### config.mk
export PLATFORM = sky130hd
export DESIGN_NAME = prbs_loopback_top
export DESIGN_NICKNAME = d
export VERILOG_FILES = /design/src/verilog/prbs_pkg.sv /design/src/verilog/prbs_loopback_top.sv /design/src/verilog/prbs_apb_regs.sv /design/src/verilog/prbs_checker.sv /design/src/verilog/prbs_generator.sv /design/src/verilog/bit_fifo.sv
export VERILOG_INCLUDE_DIRS = /design/src /design/src/verilog
export SDC_FILE = /design/constraint.sdc
export NUM_CORES = 1
export LEC_CHECK = 0
export ABC_AREA = 1
export BUFFER_PORTS_ARGS = -buffer_cell sky130_fd_sc_hd__buf_2
export CAP_MARGIN = 20
export CORE_MARGIN = 2
export CORE_UTILIZATION = 37
export DETAILED_ROUTE_END_ITERATION = 12
export PLACE_DENSITY = 0.5
export SLEW_MARGIN = 20
export SYNTH_ARGS = -nofsm -noshare
export SYNTH_HDL_FRONTEND = slang
export SYNTH_HIERARCHICAL = 1
export SYNTH_SLANG_ARGS = --single-unit
### constraint.sdc
create_clock -name clk -period 5.89 [get_ports clk]
set_clock_uncertainty 0.15 [all_clocks]
set_input_delay 0.2945 -clock clk [delete_from_list [all_inputs] [get_ports clk]]
set_output_delay 0.2945 -clock clk [all_outputs]
set_load 0.005 [all_outputs]
### src/verilog/prbs_defines.svh
`ifndef PRBS_DEFINES_SVH
`define PRBS_DEFINES_SVH

// lfsr length
`define PRBS_WIDTH 32

// channel buffer
`define FIFO_DEPTH 16
`define FIFO_AW    4

// apb address width
`define APB_AW 8

// register map
`define REG_CTRL   8'h00
`define REG_INIT   8'h04
`define REG_EQN    8'h08
`define REG_INJ    8'h0C
`define REG_ERRCNT 8'h10
`define REG_BITCNT 8'h14
`define REG_STATUS 8'h18

`endif
### src/verilog/prbs_pkg.sv
`include "prbs_defines.svh"

package prbs_pkg;

    // lfsr state, also used for the seed and the tap mask
    typedef logic [`PRBS_WIDTH-1:0] prbs_state_t;

    // apb read and write data
    typedef logic [31:0] apb_data_t;

    // saturating bit and error counters
    typedef logic [31:0] count_t;

    // bit 0 inverts the feedback, bit 1 inverts the output
    typedef logic [1:0] inv_t;

    // fifo fill level, one bit wider than the pointers
    typedef logic [`FIFO_AW:0] level_t;

endpackage

### src/verilog/prbs_loopback_top.sv
`timescale 1ns/1ps
`include "prbs_defines.svh"

module prbs_loopback_top (
    input  logic                clk,
    input  logic                rst,
    input  logic [`APB_AW-1:0]  paddr,
    input  logic                psel,
    input  logic                penable,
    input  logic                pwrite,
    input  prbs_pkg::apb_data_t pwdata,
    output prbs_pkg::apb_data_t prdata,
    output logic                pready,
    output logic                pslverr
);
    import prbs_pkg::*;

    logic        gen_en;
    logic        chk_en;
    inv_t        inv;
    prbs_state_t init_val;
    prbs_state_t eqn;
    logic        inj_err;
    logic        restart;
    logic        clear;
    logic        cke;
    logic        tx_bit;
    logic        tx_valid;
    logic        rx_bit;
    logic        rx_pop;
    logic        fifo_full;
    logic        fifo_empty;
    level_t      fifo_level;
    count_t      err_count;
    count_t      bit_count;

    prbs_apb_regs u_regs (
        .clk        (clk),
        .rst        (rst),
        .paddr      (paddr),
        .psel       (psel),
        .penable    (penable),
        .pwrite     (pwrite),
        .pwdata     (pwdata),
        .prdata     (prdata),
        .pready     (pready),
        .pslverr    (pslverr),
        .gen_en     (gen_en),
        .chk_en     (chk_en),
        .inv        (inv),
        .init_val   (init_val),
        .eqn        (eqn),
        .inj_err    (inj_err),
        .restart    (restart),
        .clear      (clear),
        .err_count  (err_count),
        .bit_count  (bit_count),
        .fifo_empty (fifo_empty),
        .fifo_full  (fifo_full),
        .fifo_level (fifo_level)
    );

    // producer stalls while the channel is full
    assign cke = gen_en & ~fifo_full;

    prbs_generator u_gen (
        .clk       (clk),
        .rst       (rst),
        .restart   (restart),
        .cke       (cke),
        .init_val  (init_val),
        .eqn       (eqn),
        .inj_err   (inj_err),
        .inv       (inv),
        .out_bit   (tx_bit),
        .out_valid (tx_valid)
    );

    bit_fifo #(
        .payload_t (logic)
    ) u_fifo (
        .clk       (clk),
        .rst       (rst),
        .flush     (restart),
        .push      (tx_valid),
        .push_data (tx_bit),
        .pop       (rx_pop),
        .pop_data  (rx_bit),
        .full      (fifo_full),
        .empty     (fifo_empty),
        .level     (fifo_level)
    );

    prbs_checker u_chk (
        .clk        (clk),
        .rst        (rst),
        .restart    (restart),
        .clear      (clear),
        .chk_en     (chk_en),
        .init_val   (init_val),
        .eqn        (eqn),
        .inv        (inv),
        .fifo_empty (fifo_empty),
        .fifo_data  (rx_bit),
        .pop        (rx_pop),
        .err_count  (err_count),
        .bit_count  (bit_count)
    );

endmodule

### src/verilog/prbs_apb_regs.sv
`timescale 1ns/1ps
`include "prbs_defines.svh"

module prbs_apb_regs (
    input  logic                  clk,
    input  logic                  rst,
    input  logic [`APB_AW-1:0]    paddr,
    input  logic                  psel,
    input  logic                  penable,
    input  logic                  pwrite,
    input  prbs_pkg::apb_data_t   pwdata,
    output prbs_pkg::apb_data_t   prdata,
    output logic                  pready,
    output logic                  pslverr,
    output logic                  gen_en,
    output logic                  chk_en,
    output prbs_pkg::inv_t        inv,
    output prbs_pkg::prbs_state_t init_val,
    output prbs_pkg::prbs_state_t eqn,
    output logic                  inj_err,
    output logic                  restart,
    output logic                  clear,
    input  prbs_pkg::count_t      err_count,
    input  prbs_pkg::count_t      bit_count,
    input  logic                  fifo_empty,
    input  logic                  fifo_full,
    input  prbs_pkg::level_t      fifo_level
);
    import prbs_pkg::*;

    logic      wr_en;
    apb_data_t rdata;

    // access phase of a write, no wait states
    assign wr_en = psel & penable & pwrite;

    always_ff @(posedge clk) begin
        if (rst) begin
            gen_en   <= 1'b0;
            chk_en   <= 1'b0;
            inv      <= '0;
            init_val <= prbs_state_t'(32'h0000_0001);
            eqn      <= prbs_state_t'(32'h8020_0003);
            inj_err  <= 1'b0;
            restart  <= 1'b0;
            clear    <= 1'b0;
        end else begin
            // pulses last a single cycle
            restart <= 1'b0;
            clear   <= 1'b0;
            if (wr_en) begin
                case (paddr)
                    `REG_CTRL: begin
                        gen_en  <= pwdata[0];
                        chk_en  <= pwdata[1];
                        inv     <= pwdata[3:2];
                        clear   <= pwdata[4];
                        restart <= pwdata[5];
                    end
                    `REG_INIT: init_val <= pwdata[`PRBS_WIDTH-1:0];
                    `REG_EQN:  eqn      <= pwdata[`PRBS_WIDTH-1:0];
                    `REG_INJ:  inj_err  <= pwdata[0];
                    default: ;
                endcase
            end
        end
    end

    // read mux, combinational from the registers
    always_comb begin
        rdata = '0;
        case (paddr)
            `REG_CTRL:   rdata[3:0] = {inv, chk_en, gen_en};
            `REG_INIT:   rdata[`PRBS_WIDTH-1:0] = init_val;
            `REG_EQN:    rdata[`PRBS_WIDTH-1:0] = eqn;
            `REG_INJ:    rdata[0] = inj_err;
            `REG_ERRCNT: rdata = err_count;
            `REG_BITCNT: rdata = bit_count;
            `REG_STATUS: begin
                rdata[0] = fifo_empty;
                rdata[1] = fifo_full;
                rdata[8 +: `FIFO_AW+1] = fifo_level;
            end
            default: rdata = '0;
        endcase
    end

    assign prdata  = rdata;
    assign pready  = 1'b1;
    assign pslverr = 1'b0;

    // access phase only follows a setup phase of the same transfer
    assert property (@(posedge clk) disable iff (rst)
        $rose(penable) |-> (psel && $past(psel)));

endmodule

### src/verilog/prbs_checker.sv
`timescale 1ns/1ps
`include "prbs_defines.svh"

module prbs_checker (
    input  logic                  clk,
    input  logic                  rst,
    input  logic                  restart,
    input  logic                  clear,
    input  logic                  chk_en,
    input  prbs_pkg::prbs_state_t init_val,
    input  prbs_pkg::prbs_state_t eqn,
    input  prbs_pkg::inv_t        inv,
    input  logic                  fifo_empty,
    input  logic                  fifo_data,
    output logic                  pop,
    output prbs_pkg::count_t      err_count,
    output prbs_pkg::count_t      bit_count
);
    import prbs_pkg::*;

    prbs_state_t state;
    logic        feedback;
    logic        expected;
    logic        mismatch;

    // same update rule as the generator
    assign feedback = (^(state & eqn)) ^ inv[0];
    assign expected = state[`PRBS_WIDTH-1] ^ inv[1];

    assign pop      = chk_en & ~fifo_empty;
    assign mismatch = fifo_data ^ expected;

    // one lfsr step per popped bit
    always_ff @(posedge clk) begin
        if (rst || restart) begin
            state <= init_val;
        end else if (pop) begin
            state <= {state[`PRBS_WIDTH-2:0], feedback};
        end
    end

    // counters stick at all ones
    always_ff @(posedge clk) begin
        if (rst || clear) begin
            bit_count <= '0;
            err_count <= '0;
        end else if (pop) begin
            if (bit_count != '1) begin
                bit_count <= bit_count + 1'b1;
            end
            if (mismatch && err_count != '1) begin
                err_count <= err_count + 1'b1;
            end
        end
    end

    // a popped head must hold a written bit
    assert property (@(posedge clk) disable iff (rst) pop |-> !$isunknown(fifo_data));

endmodule

### src/verilog/prbs_generator.sv
`timescale 1ns/1ps
`include "prbs_defines.svh"

module prbs_generator (
    input  logic                  clk,
    input  logic                  rst,
    input  logic                  restart,
    input  logic                  cke,
    input  prbs_pkg::prbs_state_t init_val,
    input  prbs_pkg::prbs_state_t eqn,
    input  logic                  inj_err,
    input  prbs_pkg::inv_t        inv,
    output logic                  out_bit,
    output logic                  out_valid
);
    import prbs_pkg::*;

    prbs_state_t state;
    logic [3:0]  inj_hist;
    logic        inj_pulse;
    logic        feedback;
    logic        pending;

    // rising edge of inj_err, delayed by the history register
    assign inj_pulse = inj_hist[2] & ~inj_hist[3];

    // xor of the tapped bits
    assign feedback = (^(state & eqn)) ^ inv[0];

    always_ff @(posedge clk) begin
        if (rst || restart) begin
            inj_hist <= '0;
        end else if (cke) begin
            inj_hist <= {inj_hist[2:0], inj_err};
        end
    end

    always_ff @(posedge clk) begin
        if (rst || restart) begin
            state <= init_val;
        end else if (cke) begin
            state <= {state[`PRBS_WIDTH-2:0], feedback};
        end
    end

    // output bit only moves on enabled cycles
    always_ff @(posedge clk) begin
        if (cke) begin
            out_bit <= state[`PRBS_WIDTH-1] ^ inj_pulse ^ inv[1];
        end
    end

    // out_bit holds a bit not yet handed to the fifo
    always_ff @(posedge clk) begin
        if (rst || restart) begin
            pending <= 1'b0;
        end else if (cke) begin
            pending <= 1'b1;
        end
    end

    // handed over as the next bit is produced, so full blocks the push
    assign out_valid = pending & cke;

    // a nonzero seed with plain feedback never reaches the lock-up state
    assert property (@(posedge clk) disable iff (rst || restart)
        (!inv[0] && init_val != '0) |-> (state != '0));

endmodule

### src/verilog/bit_fifo.sv
`timescale 1ns/1ps
`include "prbs_defines.svh"

module bit_fifo #(
    parameter type payload_t = logic
) (
    input  logic             clk,
    input  logic             rst,
    input  logic             flush,
    input  logic             push,
    input  payload_t         push_data,
    input  logic             pop,
    output payload_t         pop_data,
    output logic             full,
    output logic             empty,
    output prbs_pkg::level_t level
);
    import prbs_pkg::*;

    payload_t             mem [`FIFO_DEPTH];
    logic [`FIFO_AW-1:0]  wr_ptr;
    logic [`FIFO_AW-1:0]  rd_ptr;
    level_t               count;
    logic                 do_push;
    logic                 do_pop;

    assign do_push = push & ~full;
    assign do_pop  = pop & ~empty;

    always_ff @(posedge clk) begin
        if (do_push) begin
            mem[wr_ptr] <= push_data;
        end
    end

    // pointers wrap naturally at the power-of-two depth
    always_ff @(posedge clk) begin
        if (rst || flush) begin
            wr_ptr <= '0;
            rd_ptr <= '0;
            count  <= '0;
        end else begin
            if (do_push) begin
                wr_ptr <= wr_ptr + 1'b1;
            end
            if (do_pop) begin
                rd_ptr <= rd_ptr + 1'b1;
            end
            if (do_push && !do_pop) begin
                count <= count + 1'b1;
            end else if (do_pop && !do_push) begin
                count <= count - 1'b1;
            end
        end
    end

    // first word fall through
    assign pop_data = mem[rd_ptr];
    assign full     = (count == level_t'(`FIFO_DEPTH));
    assign empty    = (count == '0);
    assign level    = count;

    // producer must respect back-pressure
    assert property (@(posedge clk) disable iff (rst) !(push && full));

    // consumer must not read past the tail
    assert property (@(posedge clk) disable iff (rst) !(pop && empty));

endmodule

# ---- Word-level counts from Yosys, hierarchy flattened
# Memories as Yosys holds them, arrays and structs flattened. A register that Yosys moved wholly into a read port is not among the register bits.
# Cells that the tools add are included.
dict set report totals {
  wordCells 92
  register_bits 218
  latch_bits 0
  rom_bits 0
  input_bits 45
  n_memories 1
  output_inout_bits 34
  ram_bits 16
}
# memory words word_bits read_ports rd_ports_with_merged_regs write_ports line_no
set memory_table {}
lappend memory_table {u_fifo.mem 16 1 1 1 1 bit_fifo.sv:20} ;# payload_t mem [`FIFO_DEPTH];
dict set report classes {
  div 0
  magnitude_cmp 0
  n_reduce_logical 21
  shifts 0
  mul 0
  n_bitwise 21
  addsub 6
  muxes 16
  eq_ne 9
}
# op n
set ops {}
lappend ops {{$mux W32} 4}
lappend ops {{$pmux W19 S4} 1}
lappend ops {{$add A32 B1 Y32 const B} 2}
lappend ops {{$and A32 B32 Y32} 2}
lappend ops {{$ne A32 B32 Y1 const B} 2}
lappend ops {{$reduce_xor A32 Y1} 2}
lappend ops {{$pmux W5 S5} 1}
lappend ops {{$eq A8 B5 Y1 const B} 3}
lappend ops {{$eq A8 B4 Y1 const B} 2}
lappend ops {{$pmux W4 S4} 1}
lappend ops {{$reduce_and A2 Y1} 6}
lappend ops {{$mux W5} 2}
lappend ops {{$pmux W2 S5} 1}
lappend ops {{$add A4 B1 Y4 const B} 2}
lappend ops {{$and A1 B1 Y1} 8}
lappend ops {{$eq A8 B3 Y1 const B} 1}
lappend ops {{$logic_not A8 Y1} 1}
lappend ops {{$mux W4} 2}
lappend ops {{$pmux W1 S7} 1}
lappend ops {{$pmux W1 S6} 1}
lappend ops {{$reduce_bool A2 Y1} 3}
lappend ops {{$xor A1 B1 Y1} 6}
lappend ops {{$add A5 B1 Y5 const B} 1}
lappend ops {{$eq A5 B5 Y1 const B} 1}
lappend ops {{8 further kinds} 17}

# ---- Longest topological paths before layout
# Gate-level depths: netlist of the first run.
dict set report depth {
  ltp_word 9
  ltp_mapped 17
  ltp_nobuf 17
}

# ---- Cells and area by module
# Netlist of the first run, hierarchy kept.
# module n_inst seq_area_each_um2 area_per_inst_um2 cells_per_inst
set by_module_without_submodules {}
lappend by_module_without_submodules {prbs_checker 1 2242.2 5576.6 832}
lappend by_module_without_submodules {prbs_apb_regs 1 1421.4 4214.0 691}
lappend by_module_without_submodules {prbs_generator 1 1091.0 2337.2 337}
lappend by_module_without_submodules {bit_fifo 1 820.8 1736.7 208}
lappend by_module_without_submodules {prbs_loopback_top 1 0.0 10.0 2}

# ---- Worst setup path after synthesis of the first run
# OpenSTA, ideal clock, no wires.
dict set report synth_timing {
  kind {flip-flop to flip-flop}
  start {register u_fifo.count[0], in the netlist u_fifo/level[0]}
  end {register u_fifo.count[4], in the netlist u_fifo/level[4]}
  setup_ns 0.113
  synth_period_minus_slack_ns 2.624
  t_required_ns 5.627
  path_buffers 0
  stages_incl_launch_ff 17
  slack_ns 3.266
  arrival_ns 2.361
  path_cell_list {dfxtp_1 > nor2_4 > nand3_4 > inv_1 > nor2_2 > nand2_1 > inv_1 > nand2_4 > inv_6 > ha_1 > inv_1 > ha_1 > or2_2 > nand3_1 > nand2_1 > o21ai_1 > inv_1}
}
dict set report synth_via {
  elab_chain_cells 8
  elab_cells_between_ends 18
  cone_classes {add/sub: 2; eq/ne: 1; mux: 2; bitwise: 7; reduce/logical: 6}
}
# item line_no
set synth_lines {}
lappend synth_lines {{start, declared} bit_fifo.sv:23} ;# level_t count;
lappend synth_lines {{start signal, assigned} bit_fifo.sv:50} ;# count <= count + 1'b1;
lappend synth_lines {{start signal, assigned} bit_fifo.sv:52} ;# count <= count - 1'b1;
lappend synth_lines {{$eq A5 B5 Y1 *} bit_fifo.sv:59} ;# assign full = (count == level_t'(`FIFO_DEPTH));
lappend synth_lines {{named net fifo_full} prbs_loopback_top.sv:31} ;# logic fifo_full;
lappend synth_lines {{$not A1 Y1 *} prbs_loopback_top.sv:64} ;# assign cke = gen_en & ~fifo_full;
lappend synth_lines {{$and A1 B1 Y1 *} prbs_loopback_top.sv:64}
lappend synth_lines {{named net cke} prbs_loopback_top.sv:26} ;# logic cke;
lappend synth_lines {{$and A1 B1 Y1 *} prbs_generator.sv:63} ;# assign out_valid = pending & cke;
lappend synth_lines {{named net tx_valid} prbs_loopback_top.sv:28} ;# logic tx_valid;
lappend synth_lines {{$and A1 B1 Y1 *} bit_fifo.sv:27} ;# assign do_push = push & ~full;
lappend synth_lines {{named net u_fifo.do_push} bit_fifo.sv:24} ;# logic do_push;
lappend synth_lines {{$logic_not A1 Y1} bit_fifo.sv:51} ;# end else if (do_pop && !do_push) begin
lappend synth_lines {{$logic_and A1 B1 Y1} bit_fifo.sv:51}
lappend synth_lines {{$reduce_bool A2 Y1 (no line)} n/a}
# The timed path passes the listed nets; every way through them passes the cells marked *. The select of a mux whose other input is x is not followed.
# A chain may end at the register's enable or synchronous reset.

==> reports/metrics.csv, run 1 <==
stage,metric,value,unit
timing,fin_crit,2.98,ns
synth,synth_top_area_share,22.7,%
global_route,busiest_layer,met2,
timing,rsz0062_at_grt,false,
critical_path,worstRegToRegCells,16,
global_route,grt_max_degree,70,
placed_design,pre_cts_ws,2.92,ns
critical_path,worstPathRequired,6.20,ns
die,die_x,198,um
global_route,grt_pass1_wl,70500,um
timing,worst_slack,2.91,ns
die,core,36800,um2
critical_path,worst_setup_path_start_kind,flop,
clock_tree,tritoncts,done,
clock_tree,cts_setup_buffers,0,
layout,fillers,3879,
clock_tree,clock-sinks,238,
critical_path,r2r-end,u_chk/err_count[30],
global_route,overflow,0,
global_route,grt_pass1_vias,12546,
global_route,grt_use_met3,2.78,%
die,core.rowCount,70,
power_and_ir_drop,p_sw,912,uW
drt,drc,0,
timing,setup_tns,0,ns
run,drv_cap,0,
synth,synth_area_per_cell,6.70,um2
synth,synth_warnings,6,
layout,layout.cells.non_filler,2644,
power_and_ir_drop,total_power,3.83,mW
drt,wl,45600,um
timing,max_freq,0.335,GHz
drt,ant_nets,0,
synth,synth_edf_count,81,
worst_hold_path,holdPathStages,6,
synth,synth_common_cells,"nand2_1, nor2_1, nand3_1, inv_1, dfxtp_1",
drt,dr.pass1.iters,6,
layout,num_antenna_cells,0,
drt,drt_iter0_drc,866,
power_and_ir_drop,p_int,2.91,mW
layout,drive_above_1_share,10.3,%
timing,period_share,50.6,%
die,pin_count,79,
power_and_ir_drop,vdd_drop_max,0.214,mV
global_route,use_met2,38.9,%
synth,synth_flop_cell,dfxtp_1,
synth,synth-seq-cells,238,
critical_path,end_kind,flop,
clock_tree,clk_latency,0.57,ns
layout,syn_to_final_growth,14.4,%
synth,async_flop_share,0,%
power_and_ir_drop,seqPwrFrac,45.6,%
placed_design,portBuffers,76,
clock_tree,htreeDepth,1,
timing,timing.hold.ws,0.0600,ns
synth,netlist.top_cell.by_area,dfxtp_1,
critical_path,crit_type,flop to flop,
timing,slew_headroom,35.0,%
power_and_ir_drop,power.density,241,nW/um2
worst_hold_path,hp-class,input port to flop,
synth,synth.most_common_cell,nand2_1,
global_route,antenna_found_initial,0,
die,die_h,198,um
clock_tree,cts_root_buf,clkbuf_16,
layout,num-nets-final,2209,
global_route,grt_use_met1,31.5,%
clock_tree,cts_buffers,30,
power_and_ir_drop,pwr-share-clk,49.1,%
global_route,grtUsageTotal,23.3,%
clock_tree,cts_buffer_depth,3,
drt,vias,13305,
drt,wire_per_inst,17.3,um
power_and_ir_drop,comb_power_share,5.3,%
placed_design,hpwl,32200,um
placed_design,gp_congestion,0.851,
timing,tightestPinTransition,0.973,ns
synth,synthTopCellsByArea,"dfxtp_1, nand2_1, edfxtp_1",
synth,ys_types,45,
synth,seq_area_frac_synth,40.2,%
critical_path,r2r_slack,2.91,ns
worst_hold_path,hp-start,paddr[0],
die,start_util,37.7,%
clock_tree,ctsResizeCount,0,
timing,setup_viol,0,
power_and_ir_drop,leakagePower,7.13,nW
clock_tree,cts_hold_buf,34,
synth,syn_area,13900,um2
run_status,status,"complete, no violations",
placed_design,dp_cells,2554,
worst_hold_path,hold_end,u_regs/inj_err,
synth,netlist_instances,2070,
clock_tree,clk_pin_slew,0.06,ns
die,die_area,39100,um2
critical_path,path_max_fanout,23,
power_and_ir_drop,p_sw_share,23.8,%
synth,syn_nets,2127,
drt,post_drt_via_cell_ratio,5.03,
timing,hold_viol,0,
critical_path,arrival,3.30,ns
timing,maxSlewViolCount,0,
==> placed cells by master, fill, tap and decap left out, types with 5 or more instances in the layout <==
cell type | netlist | final
a21oi_1 | 52 | 52
a31oi_1 | 7 | 7
buf_2 | 19 | 76
buf_4 | 15 | 13
clkbuf_1 | 22 | 6
clkbuf_16 | 0 | 35
clkinv_2 | 0 | 10
dfxtp_1 | 157 | 157
dlygate4sd3_1 | 0 | 34
edfxtp_1 | 81 | 81
ha_1 | 11 | 11
inv_1 | 182 | 182
inv_2 | 19 | 20
nand2_1 | 767 | 767
nand2_2 | 10 | 10
nand2_4 | 8 | 8
nand3_1 | 215 | 215
nand4_1 | 43 | 43
nor2_1 | 270 | 266
nor2_2 | 14 | 16
nor2_4 | 5 | 7
nor3_1 | 42 | 42
nor3_2 | 5 | 5
o21a_1 | 7 | 7
o21ai_0 | 28 | 28
o21ai_1 | 5 | 5
xnor2_1 | 21 | 21
xor2_1 | 16 | 16
==> state kept, by name, indices dropped and copies added, names as in the netlist, named ones only <==
register / count
u_fifo/level: 5
u_fifo/rd_ptr: 4
u_regs/clear: 1
u_fifo/mem: 16
u_regs/init_val: 32
u_regs/chk_en: 1
u_gen/state: 32
u_gen/pending: 1
u_regs/inv: 2
u_regs/inj_err: 1
u_chk/err_count: 32
u_regs/gen_en: 1
u_gen/out_bit: 1
u_gen/inj_hist: 4
u_chk/bit_count: 32
u_chk/state: 32
u_regs/restart: 1
u_fifo/wr_ptr: 4
u_regs/eqn: 32
==> metrics by stage <==
| stage | instance area [um2] | utilization, % |
|---|---|---|
| 2_1_floorplan | 13900 | - |
| 3_3_place_gp | 14500 | 39.5 |
| 3_5_place_dp | 14500 | 39.5 |
| 4_1_cts | 15900 | 43.2 |
| 5_1_grt | 15900 | 43.2 |
| 6_report | 15900 | 43.2 |
==> worst max path at each step <==
| stage | start | endpoint | slack, ns | depth (start not counted) |
|---|---|---|---|---|
| 2_1_floorplan | u_fifo/level[0] | u_fifo/level[4] | 3.27 | 16 |
| 3_3_place_gp | u_fifo/level[0] | u_fifo/level[4] | 3.02 | 16 |
| 3_5_place_dp | u_fifo/level[0] | u_fifo/level[4] | 2.92 | 16 |
| 4_1_cts | u_fifo/level[0] | u_fifo/level[4] | 2.91 | 16 |
| 5_1_grt | u_fifo/level[0] | u_fifo/level[4] | 2.66 | 16 |
| 6_report | flop | u_chk/err_count[30] | 2.91 | 16 |
==> power groups by stage <==
stage          Clock, mW  Sequential (mW)  Combinational (mW)
4_1_cts             1.92             1.74               0.202
3_5_place_dp           0             1.78               0.185
3_3_place_gp           0             1.78               0.182
2_1_floorplan          0             1.77               0.117
6_report            1.88             1.74               0.203
5_1_grt             1.99             1.75               0.225
==> layout make-up <==
type	instances	area, um2	area share (%)
clock inverters	14	103	0.646
multi-input cells	1555	7110	44.8
inverters	204	773	4.87
repair buffers	123	818	5.15
clock buffers	42	912	5.75
flip-flops and latches	238	5580	35.1
well taps	468	586	3.69
==> critical path, cell delays in order (launching register included) <==
cell and delay [ns]:
dfxtp_1 0.49, inv_2 0.13, nand2_1 0.08, nand2_1 0.05, nand2_1 0.06, nand3_1 0.06
nand3_1 0.07, nand2_1 0.09, xor2_1 0.17, inv_1 0.19, nand3_2 0.45, inv_2 0.43
nand2_1 0.13, nor2_1 0.14, nand2_1 0.06, nand2_1 0.06, nor2_1 0.04
==> logic make-up (layout without fill, tap and decap cells) <==
logic type / after synthesis / after routing / share of synthesized area, %
AOI/OAI and AO/OA: 103 / 103 / 4.00
other: 2 / 2 / 0.0541
and+or+nand+nor: 1398 / 1398 / 43.2
buffers and inverters: 277 / 383 / 8.72
xor gates and xnor gates: 40 / 40 / 2.69
DFF: 238 / 238 / 40.2
adders and majority gates: 12 / 12 / 1.14
==> routing by layer <==
metal | up-vias | part of all wire, %
li1 | 6740 | -
met1 | 6158 | 45
met2 | 340 | 46
met3 | 67 | 5.5
met4 | 0 | 2.7
met5 | - | 0
(Power assumes the default switching activity.)
==> inputs of run 2 (changes only) <==
--- a/config.mk
+++ b/config.mk
@@ -6,7 +6,7 @@
 export SDC_FILE = /design/constraint.sdc
 export NUM_CORES = 1
 export LEC_CHECK = 0
-export ABC_AREA = 1
+export ABC_AREA = 0
 export BUFFER_PORTS_ARGS = -buffer_cell sky130_fd_sc_hd__buf_2
 export CAP_MARGIN = 20
 export CORE_MARGIN = 2
==> constraint.sdc (replaced) <==
create_clock -name clk -period 2.9 [get_ports clk]
set_clock_uncertainty 0.15 [all_clocks]
set_input_delay 0.145 -clock clk [delete_from_list [all_inputs] [get_ports clk]]
set_output_delay 0.145 -clock clk [all_outputs]
set_load 0.005 [all_outputs]
==> reports/metrics.csv, run 2 <==
stage,metric,value,unit,change
layout,multiInputGateArea,6080,um2,-15%
global_route,antenna_found_initial,0,,unchanged
critical_path,worstRegToRegCells,8,,-8
layout,syn_to_final_growth,19.7,%,
synth,netlist_instances,1310,,-37%
timing,max_freq,0.347,GHz,+3.3%
global_route,grt_pass1_wl,53300,um,-24%
run,drv_cap,0,,unchanged
placed_design,gp_congestion,0.832,,-2.1%
layout,num_antenna_cells,0,,unchanged
placed_design,hpwl,25600,um,-21%
die,core.rowCount,65,,-7.1%
power_and_ir_drop,power.density,523,nW/um2,+120%
die,pin_count,79,,unchanged
power_and_ir_drop,vdd_drop_max,0.497,mV,+130%
die,start_util,37.7,%,about the same
layout,seq_area,5580,um2,+0.11%
placed_design,portBuffers,76,,unchanged
critical_path,worst_setup_path_start_kind,flop,,
worst_hold_path,holdPathStages,5,,-1
clock_tree,cts_root_buf,clkbuf_16,,
synth,seq_area_frac_synth,46.8,%,+6.6 points
critical_path,cpMostUsedCell,mux4_2,,
drt,vias,9611,,-28%
clock_tree,clk_latency,0.55,ns,-0.02 ns
critical_path,r2r-end,u_chk/err_count[27],,
die,die_x,184,um,-7.2%
drt,drt_iter0_drc,676,,-22%
synth,syn_area,11900,um2,-14%
timing,rsz0062_at_grt,true,,
layout,fin_util,45.1,%,+1.9 points
drt,dr.pass1.iters,6,,unchanged
clock_tree,tritoncts,done,,
drt,drc,0,,unchanged
worst_hold_path,hp-class,input port to flop,,
timing,setup_viol,0,,unchanged
timing,fin_crit,2.89,ns,-0.0965 ns
synth,ys_types,72,,+60%
layout,num-nets-final,1485,,-33%
run_status,status,"complete, no violations",,
timing,tightestPinTransition,0.899,ns,-0.0743 ns
die,die_area,33700,um2,-14%
critical_path,r2r_slack,0.01,ns,-2.89 ns
power_and_ir_drop,leakagePower,5.15,nW,-28%
synth,synth_edf_count,81,,unchanged
synth,synth_top_area_share,26.4,%,+3.7 points
die,die_h,184,um,-7.2%
synth,synth_area_per_cell,9.10,um2,+36%
clock_tree,htreeDepth,1,,unchanged
synth,syn_nets,1367,,-36%
synth,synthTopCellsByArea,"dfxtp_1, edfxtp_1, nand2_1",,
layout,layout_commonest_cell,nand2_1,,
timing,slew_headroom,40.1,%,+5.0 points
clock_tree,clk_pin_slew,0.06,ns,about the same
layout,drive_above_1_share,18.6,%,+8.3 points
layout,final_cell_mix,"nand2_1, dfxtp_1, nor2_1",,
placed_design,pre_cts_ws,-0.218,ns,-3.13 ns
critical_path,slowest_stage,mux4_2,,
drt,post_drt_via_cell_ratio,5.19,,+3.1%
drt,ant_nets,0,,unchanged
synth,netlist.top_cell.by_area,dfxtp_1,,
critical_path,worstPathRequired,3.24,ns,-2.96 ns
worst_hold_path,hp-start,paddr[1],,
synth,synth_common_cells,"nand2_1, dfxtp_1, nor2_1, a21oi_1, edfxtp_1",,
synth,synth-seq-cells,238,,unchanged
critical_path,path_max_fanout,6,,-74%
clock_tree,cts_buffer_depth,3,,unchanged
drt,wl,35400,um,-22%
critical_path,arrival,3.22,ns,-0.08 ns
global_route,grt_max_degree,43,,-39%
timing,period_share,99.5,%,+49 points
clock_tree,cts_buffers,29,,-3.3%
worst_hold_path,hold_end,u_regs/inj_err,,
critical_path,path_cells,mux4_2 -> mux4_2 -> xor3_1 -> nand2_2 -> nor4_4 -> nand3_2 -> or3_4 -> a21oi_2,,
synth,synth.most_common_cell,nand2_1,,
drt,drt-met1-wl,16700,um,-19%
clock_tree,clock-sinks,238,,unchanged
global_route,overflow,0,,unchanged
timing,hold_viol,0,,unchanged
timing,worst_slack,0.0144,ns,-2.89 ns
critical_path,crit_type,flop to flop,,
global_route,grt_pass1_vias,8804,,-30%
synth,async_flop_share,0,%,unchanged
synth,synth_flop_cell,dfxtp_1,,
synth,synth_warnings,6,,unchanged
die,core,31600,um2,-14%
power_and_ir_drop,total_power,7.46,mW,+95%
drt,top_layer,met4,,
global_route,grtUsageTotal,20.7,%,-2.6 points
critical_path,slowest_delay,0.49,ns,about the same
layout,fillers,3069,,-21%
critical_path,end_kind,flop,,
timing,maxSlewViolCount,0,,unchanged
drt,met2WireLength,16100,um,-24%
drt,wire_per_inst,19.1,um,+11%
drt,wl_met3,1690,um,-33%
run 2: cell types whose count changed after synthesis, moves of 30 or more:
cell	delta
inv_1	-166
nand3_1	-183
nand4_1	-31
nand2_1	-447
nor2_1	-158
mux2i_1	+30
a21oi_1	+40
mux2_2	+33
xnor2_1	+50
a22oi_1	+34
run 2: final cells by class:
type,instances,share of cell area [%]
Tap cell,402,3.52
Timing Repair Buffer,159,7.75
Clock buffer,45,6.09
Clock inverter,8,0.465
Multi-Input combinational cell,983,42.6
Sequential cell,238,39.1
Inverter,17,0.473
run 2: metal layers:
layer,vias to the layer above,track usage [%]
met5,-,0
met4,0,5.50
met3,48,2.38
met2,240,32.9
met1,4584,29.9
li1,4739,-
run 2: worst max path at each step:
stage	startpoint	end	depth (start not counted)
2_1_floorplan	u_fifo/level[3]	u_fifo/level[3]	15
3_3_place_gp	flop	u_chk/err_count[29]	8
3_5_place_dp	flop	u_chk/err_count[15]	8
4_1_cts	flop	u_chk/err_count[29]	8
5_1_grt	flop	u_chk/err_count[27]	8
6_report	flop	u_chk/err_count[27]	8
run 2: cells by family after synthesis:
logic type               count (synthesis)  share of synthesized area (%)
AND/OR/NAND/NOR                        586                           22.7
other                                    2                         0.0630
multiplexers                            68                           6.58
flip-flops                             238                           46.8
AO/OA/AOI/OAI                          197                           10.1
adder cells (fa/ha/maj)                 12                           1.32
XOR/XNOR                               118                           9.09
buffers and inverters                   89                           3.45
run 2: timing repair:
action | CTS | global route
buffers inserted | 0 | 6
hold buffers | 33 | 0
endpoints found under the setup margin | 24 | 24
pin swaps | 4 | 3
endpoints found under the hold margin | 73 | 0
resized for setup | 3 | 21
run 2: critical path, delay by kind of cell, from the launching register on:
kind            cells  cell delay, ns
compound gates      1            0.12
xor+xnor            1            0.24
flops               1            0.38
mux                 2            0.97
simple gates        4            0.97
run 2: through the flow:
stage	instance area (um2)	hold slack (ns)	setup TNS (ns)	instances
2_1_floorplan	12000	0.122	-0.162	1310
3_3_place_gp	12900	0.248	-0.845	1760
6_report	14300	0.0229	0	1852
4_1_cts	14100	0.00483	0	1846
3_5_place_dp	12900	0.253	-1.90	1760
5_1_grt	14300	0.0735	-1.13	1852
run 2: report_power, final:
| group | switching, mW | leakage (nW) | internal [mW] |
|---|---|---|---|
| clock network | 1.44 | 0.458 | 2.13 |
| registers | 0.0291 | 2.07 | 3.51 |
| logic | 0.208 | 2.62 | 0.145 |
==> inputs of run 3 (changes only) <==
--- a/config.mk
+++ b/config.mk
@@ -7,12 +7,12 @@
 export NUM_CORES = 1
 export LEC_CHECK = 0
 export ABC_AREA = 0
-export BUFFER_PORTS_ARGS = -buffer_cell sky130_fd_sc_hd__buf_2
 export CAP_MARGIN = 20
-export CORE_MARGIN = 2
+export CORE_MARGIN = 5
 export CORE_UTILIZATION = 37
 export DETAILED_ROUTE_END_ITERATION = 12
-export PLACE_DENSITY = 0.5
+export DONT_BUFFER_PORTS = 1
+export PLACE_DENSITY = 0.48
 export SLEW_MARGIN = 20
 export SYNTH_ARGS = -nofsm -noshare
 export SYNTH_HDL_FRONTEND = slang
==> reports/metrics.csv, run 3 (synthesis gave the netlist of run 2 again) <==
stage,metric,value,unit,change
run_status,status,"complete, no violations",,
critical_path,critical_path.top_delay_family,simple AND/OR/NAND/NOR gates,,
critical_path,path_max_fanout,5,,-1
drt,ant_nets,0,,unchanged
placed_design,dp_cells,1675,,-4.8%
worst_hold_path,hp-start,rst,,
placed_design,pre_cts_ws,-0.195,ns,+0.0232 ns
global_route,grt_pass1_wl,55300,um,+3.8%
critical_path,worst_setup_path_start_kind,flop,,
die,die_x,190,um,+3.3%
layout,layout.cells.non_filler,1783,,-3.7%
die,start_util,37.6,%,-0.097 points
power_and_ir_drop,vdd_drop_max,0.445,mV,-11%
clock_tree,clock-sinks,238,,unchanged
drt,wire_per_inst,20.5,um,+7.1%
timing,max_freq,0.346,GHz,about the same
timing,fin_crit,2.89,ns,+0.00243 ns
power_and_ir_drop,leakagePower,4.84,nW,-6.0%
run,drv_cap,0,,unchanged
timing,slew_headroom,40.8,%,+0.70 points
layout,drive_above_1_share,13.1,%,-5.4 points
critical_path,crit_type,flop to flop,,
placed_design,hpwl,25500,um,-0.25%
timing,maxSlewViolCount,0,,unchanged
critical_path,arrival,3.17,ns,-0.05 ns
drt,vias,9455,,-1.6%
die,core,31700,um2,+0.26%
drt,post_drt_via_cell_ratio,5.30,,+2.2%
critical_path,end_kind,flop,,
placed_design,gp_congestion,0.813,,-2.3%
die,die_h,190,um,+3.3%
drt,wl,36500,um,+3.1%
worst_hold_path,holdPathStages,4,,-1
worst_hold_path,hp-class,input port to flop,,
layout,syn_to_final_growth,17.5,%,
layout,num-nets-final,1413,,-4.8%
layout,fillers,3103,,+1.1%
timing,tightestPinTransition,0.889,ns,-0.0104 ns
clock_tree,cts_root_buf,clkbuf_16,,
global_route,grtUsageTotal,19.6,%,-1.1 points
power_and_ir_drop,power.density,543,nW/um2,+3.8%
critical_path,slowest_stage,or4_4,,
timing,period_share,99.6,%,about the same
drt,dr.pass1.iters,5,,-1
timing,hold_viol,0,,unchanged
critical_path,worstPathRequired,3.18,ns,-0.06 ns
critical_path,path_cells,or4_4 -> buf_4 -> nor2_4 -> nor2b_4 -> and2_4 -> o21a_4 -> ha_4 -> inv_6 -> ha_1 -> a21o_1 -> a21oi_2 -> nor4_1 -> or3_1,,
global_route,grt_pass1_vias,9109,,+3.5%
clock_tree,clk_pin_slew,0.06,ns,about the same
clock_tree,htreeDepth,1,,unchanged
layout,layout_commonest_cell,nand2_1,,
die,pin_count,79,,unchanged
clock_tree,cts_buffers,29,,unchanged
critical_path,r2r-end,u_fifo/level[3],,
drt,drc,0,,unchanged
drt,drt_iter0_drc,490,,-28%
critical_path,slowest_delay,0.53,ns,+0.04 ns
timing,setup_viol,0,,unchanged
clock_tree,cts_buffer_depth,3,,unchanged
timing,worst_slack,0.0120,ns,-0.00243 ns
clock_tree,tritoncts,done,,
critical_path,worstReg2RegStart,u_fifo/level[3],,
layout,final_cell_mix,"nand2_1, dfxtp_1, nor2_1",,
clock_tree,clk_latency,0.55,ns,about the same
critical_path,r2r_slack,0.01,ns,about the same
critical_path,path_buf_inv,2,,+2
timing,rsz0062_at_grt,true,,
global_route,antenna_found_initial,2,,+2
worst_hold_path,hold_end,u_gen/state[1],,
global_route,overflow,0,,unchanged
placed_design,portBuffers,0,,-100%
critical_path,worstRegToRegCells,13,,+5
die,core.rowCount,65,,unchanged
die,die_area,35900,um2,+6.6%
global_route,grt_max_degree,77,,+79%
==> run 3: layout make-up <==
type | count | area, um2 | area share (%)
clock inverters | 21 | 240 | 1.72
flip-flops and latches | 238 | 5580 | 39.9
well taps | 402 | 503 | 3.59
multi-input cells | 983 | 6070 | 43.3
inverters | 17 | 70.1 | 0.500
diodes | 2 | 5.00 | 0.0357
clock buffers | 33 | 741 | 5.29
repair buffers | 87 | 800 | 5.71
==> run 3: worst max-delay path by stage <==
stage / from / to / slack (ns) / cells after the start
after floorplan: u_fifo/level[3] / u_fifo/level[3] / -0.1 / 15
after global placement: flop / u_chk/err_count[27] / -0.14 / 8
after detailed placement: flop / u_chk/err_count[27] / -0.20 / 8
after CTS: u_fifo/level[3] / u_fifo/level[3] / 0.002 / 13
after global routing: flop / u_chk/err_count[15] / -0.12 / 8
final: u_fifo/level[3] / u_fifo/level[3] / 0.01 / 13
==> run 3: repair_timing <==
item                                   in CTS  in global routing
pin swaps                                   2                  4
endpoints found under the hold margin      86                  0
cloned                                      0                  0
setup endpoints to repair                  19                 22
setup buffers                               0                  2
hold buffers                               50                  0
resized for setup                           2                 18
==> run 3: per-stage QoR <==
| stage | utilization [%] | area (um2) | hold slack, ns | setup TNS [ns] | power (mW) |
|---|---|---|---|---|---|
| 4_1_cts | 43.8 | 13900 | 0.00353 | 0 | 7.69 |
| 2_1_floorplan | - | 12000 | 0.122 | -0.162 | 3.79 |
| 6_report | 44.2 | 14000 | 0.0185 | 0 | 7.60 |
| 3_3_place_gp | 39.1 | 12400 | 0.0759 | -0.747 | 3.84 |
| 5_1_grt | 44.1 | 14000 | 0.0331 | -0.577 | 7.84 |
| 3_5_place_dp | 39.1 | 12400 | 0.0774 | -1.60 | 3.84 |
==> run 3: routing by layer <==
metal	track usage (%)	vias to the layer above	wire length [um]
met3	3.67	43	2130
met1	27.5	4592	17000
li1	-	4594	-
met4	4.92	0	928
met5	0	-	0
met2	31.4	226	16500
==> run 3: power by group <==
| part | internal, mW | switching [mW] |
|---|---|---|
| registers | 3.51 | 0.0297 |
| logic | 0.131 | 0.179 |
| clock network | 2.28 | 1.48 |
| total | 5.91 | 1.69 |
==> run 3: tightest hold or removal path, cell delays in order <==
cell	delay (ns)
nor2_2	0.01
buf_4	0.23
nand2_1	0.11
nand2_1	0.04
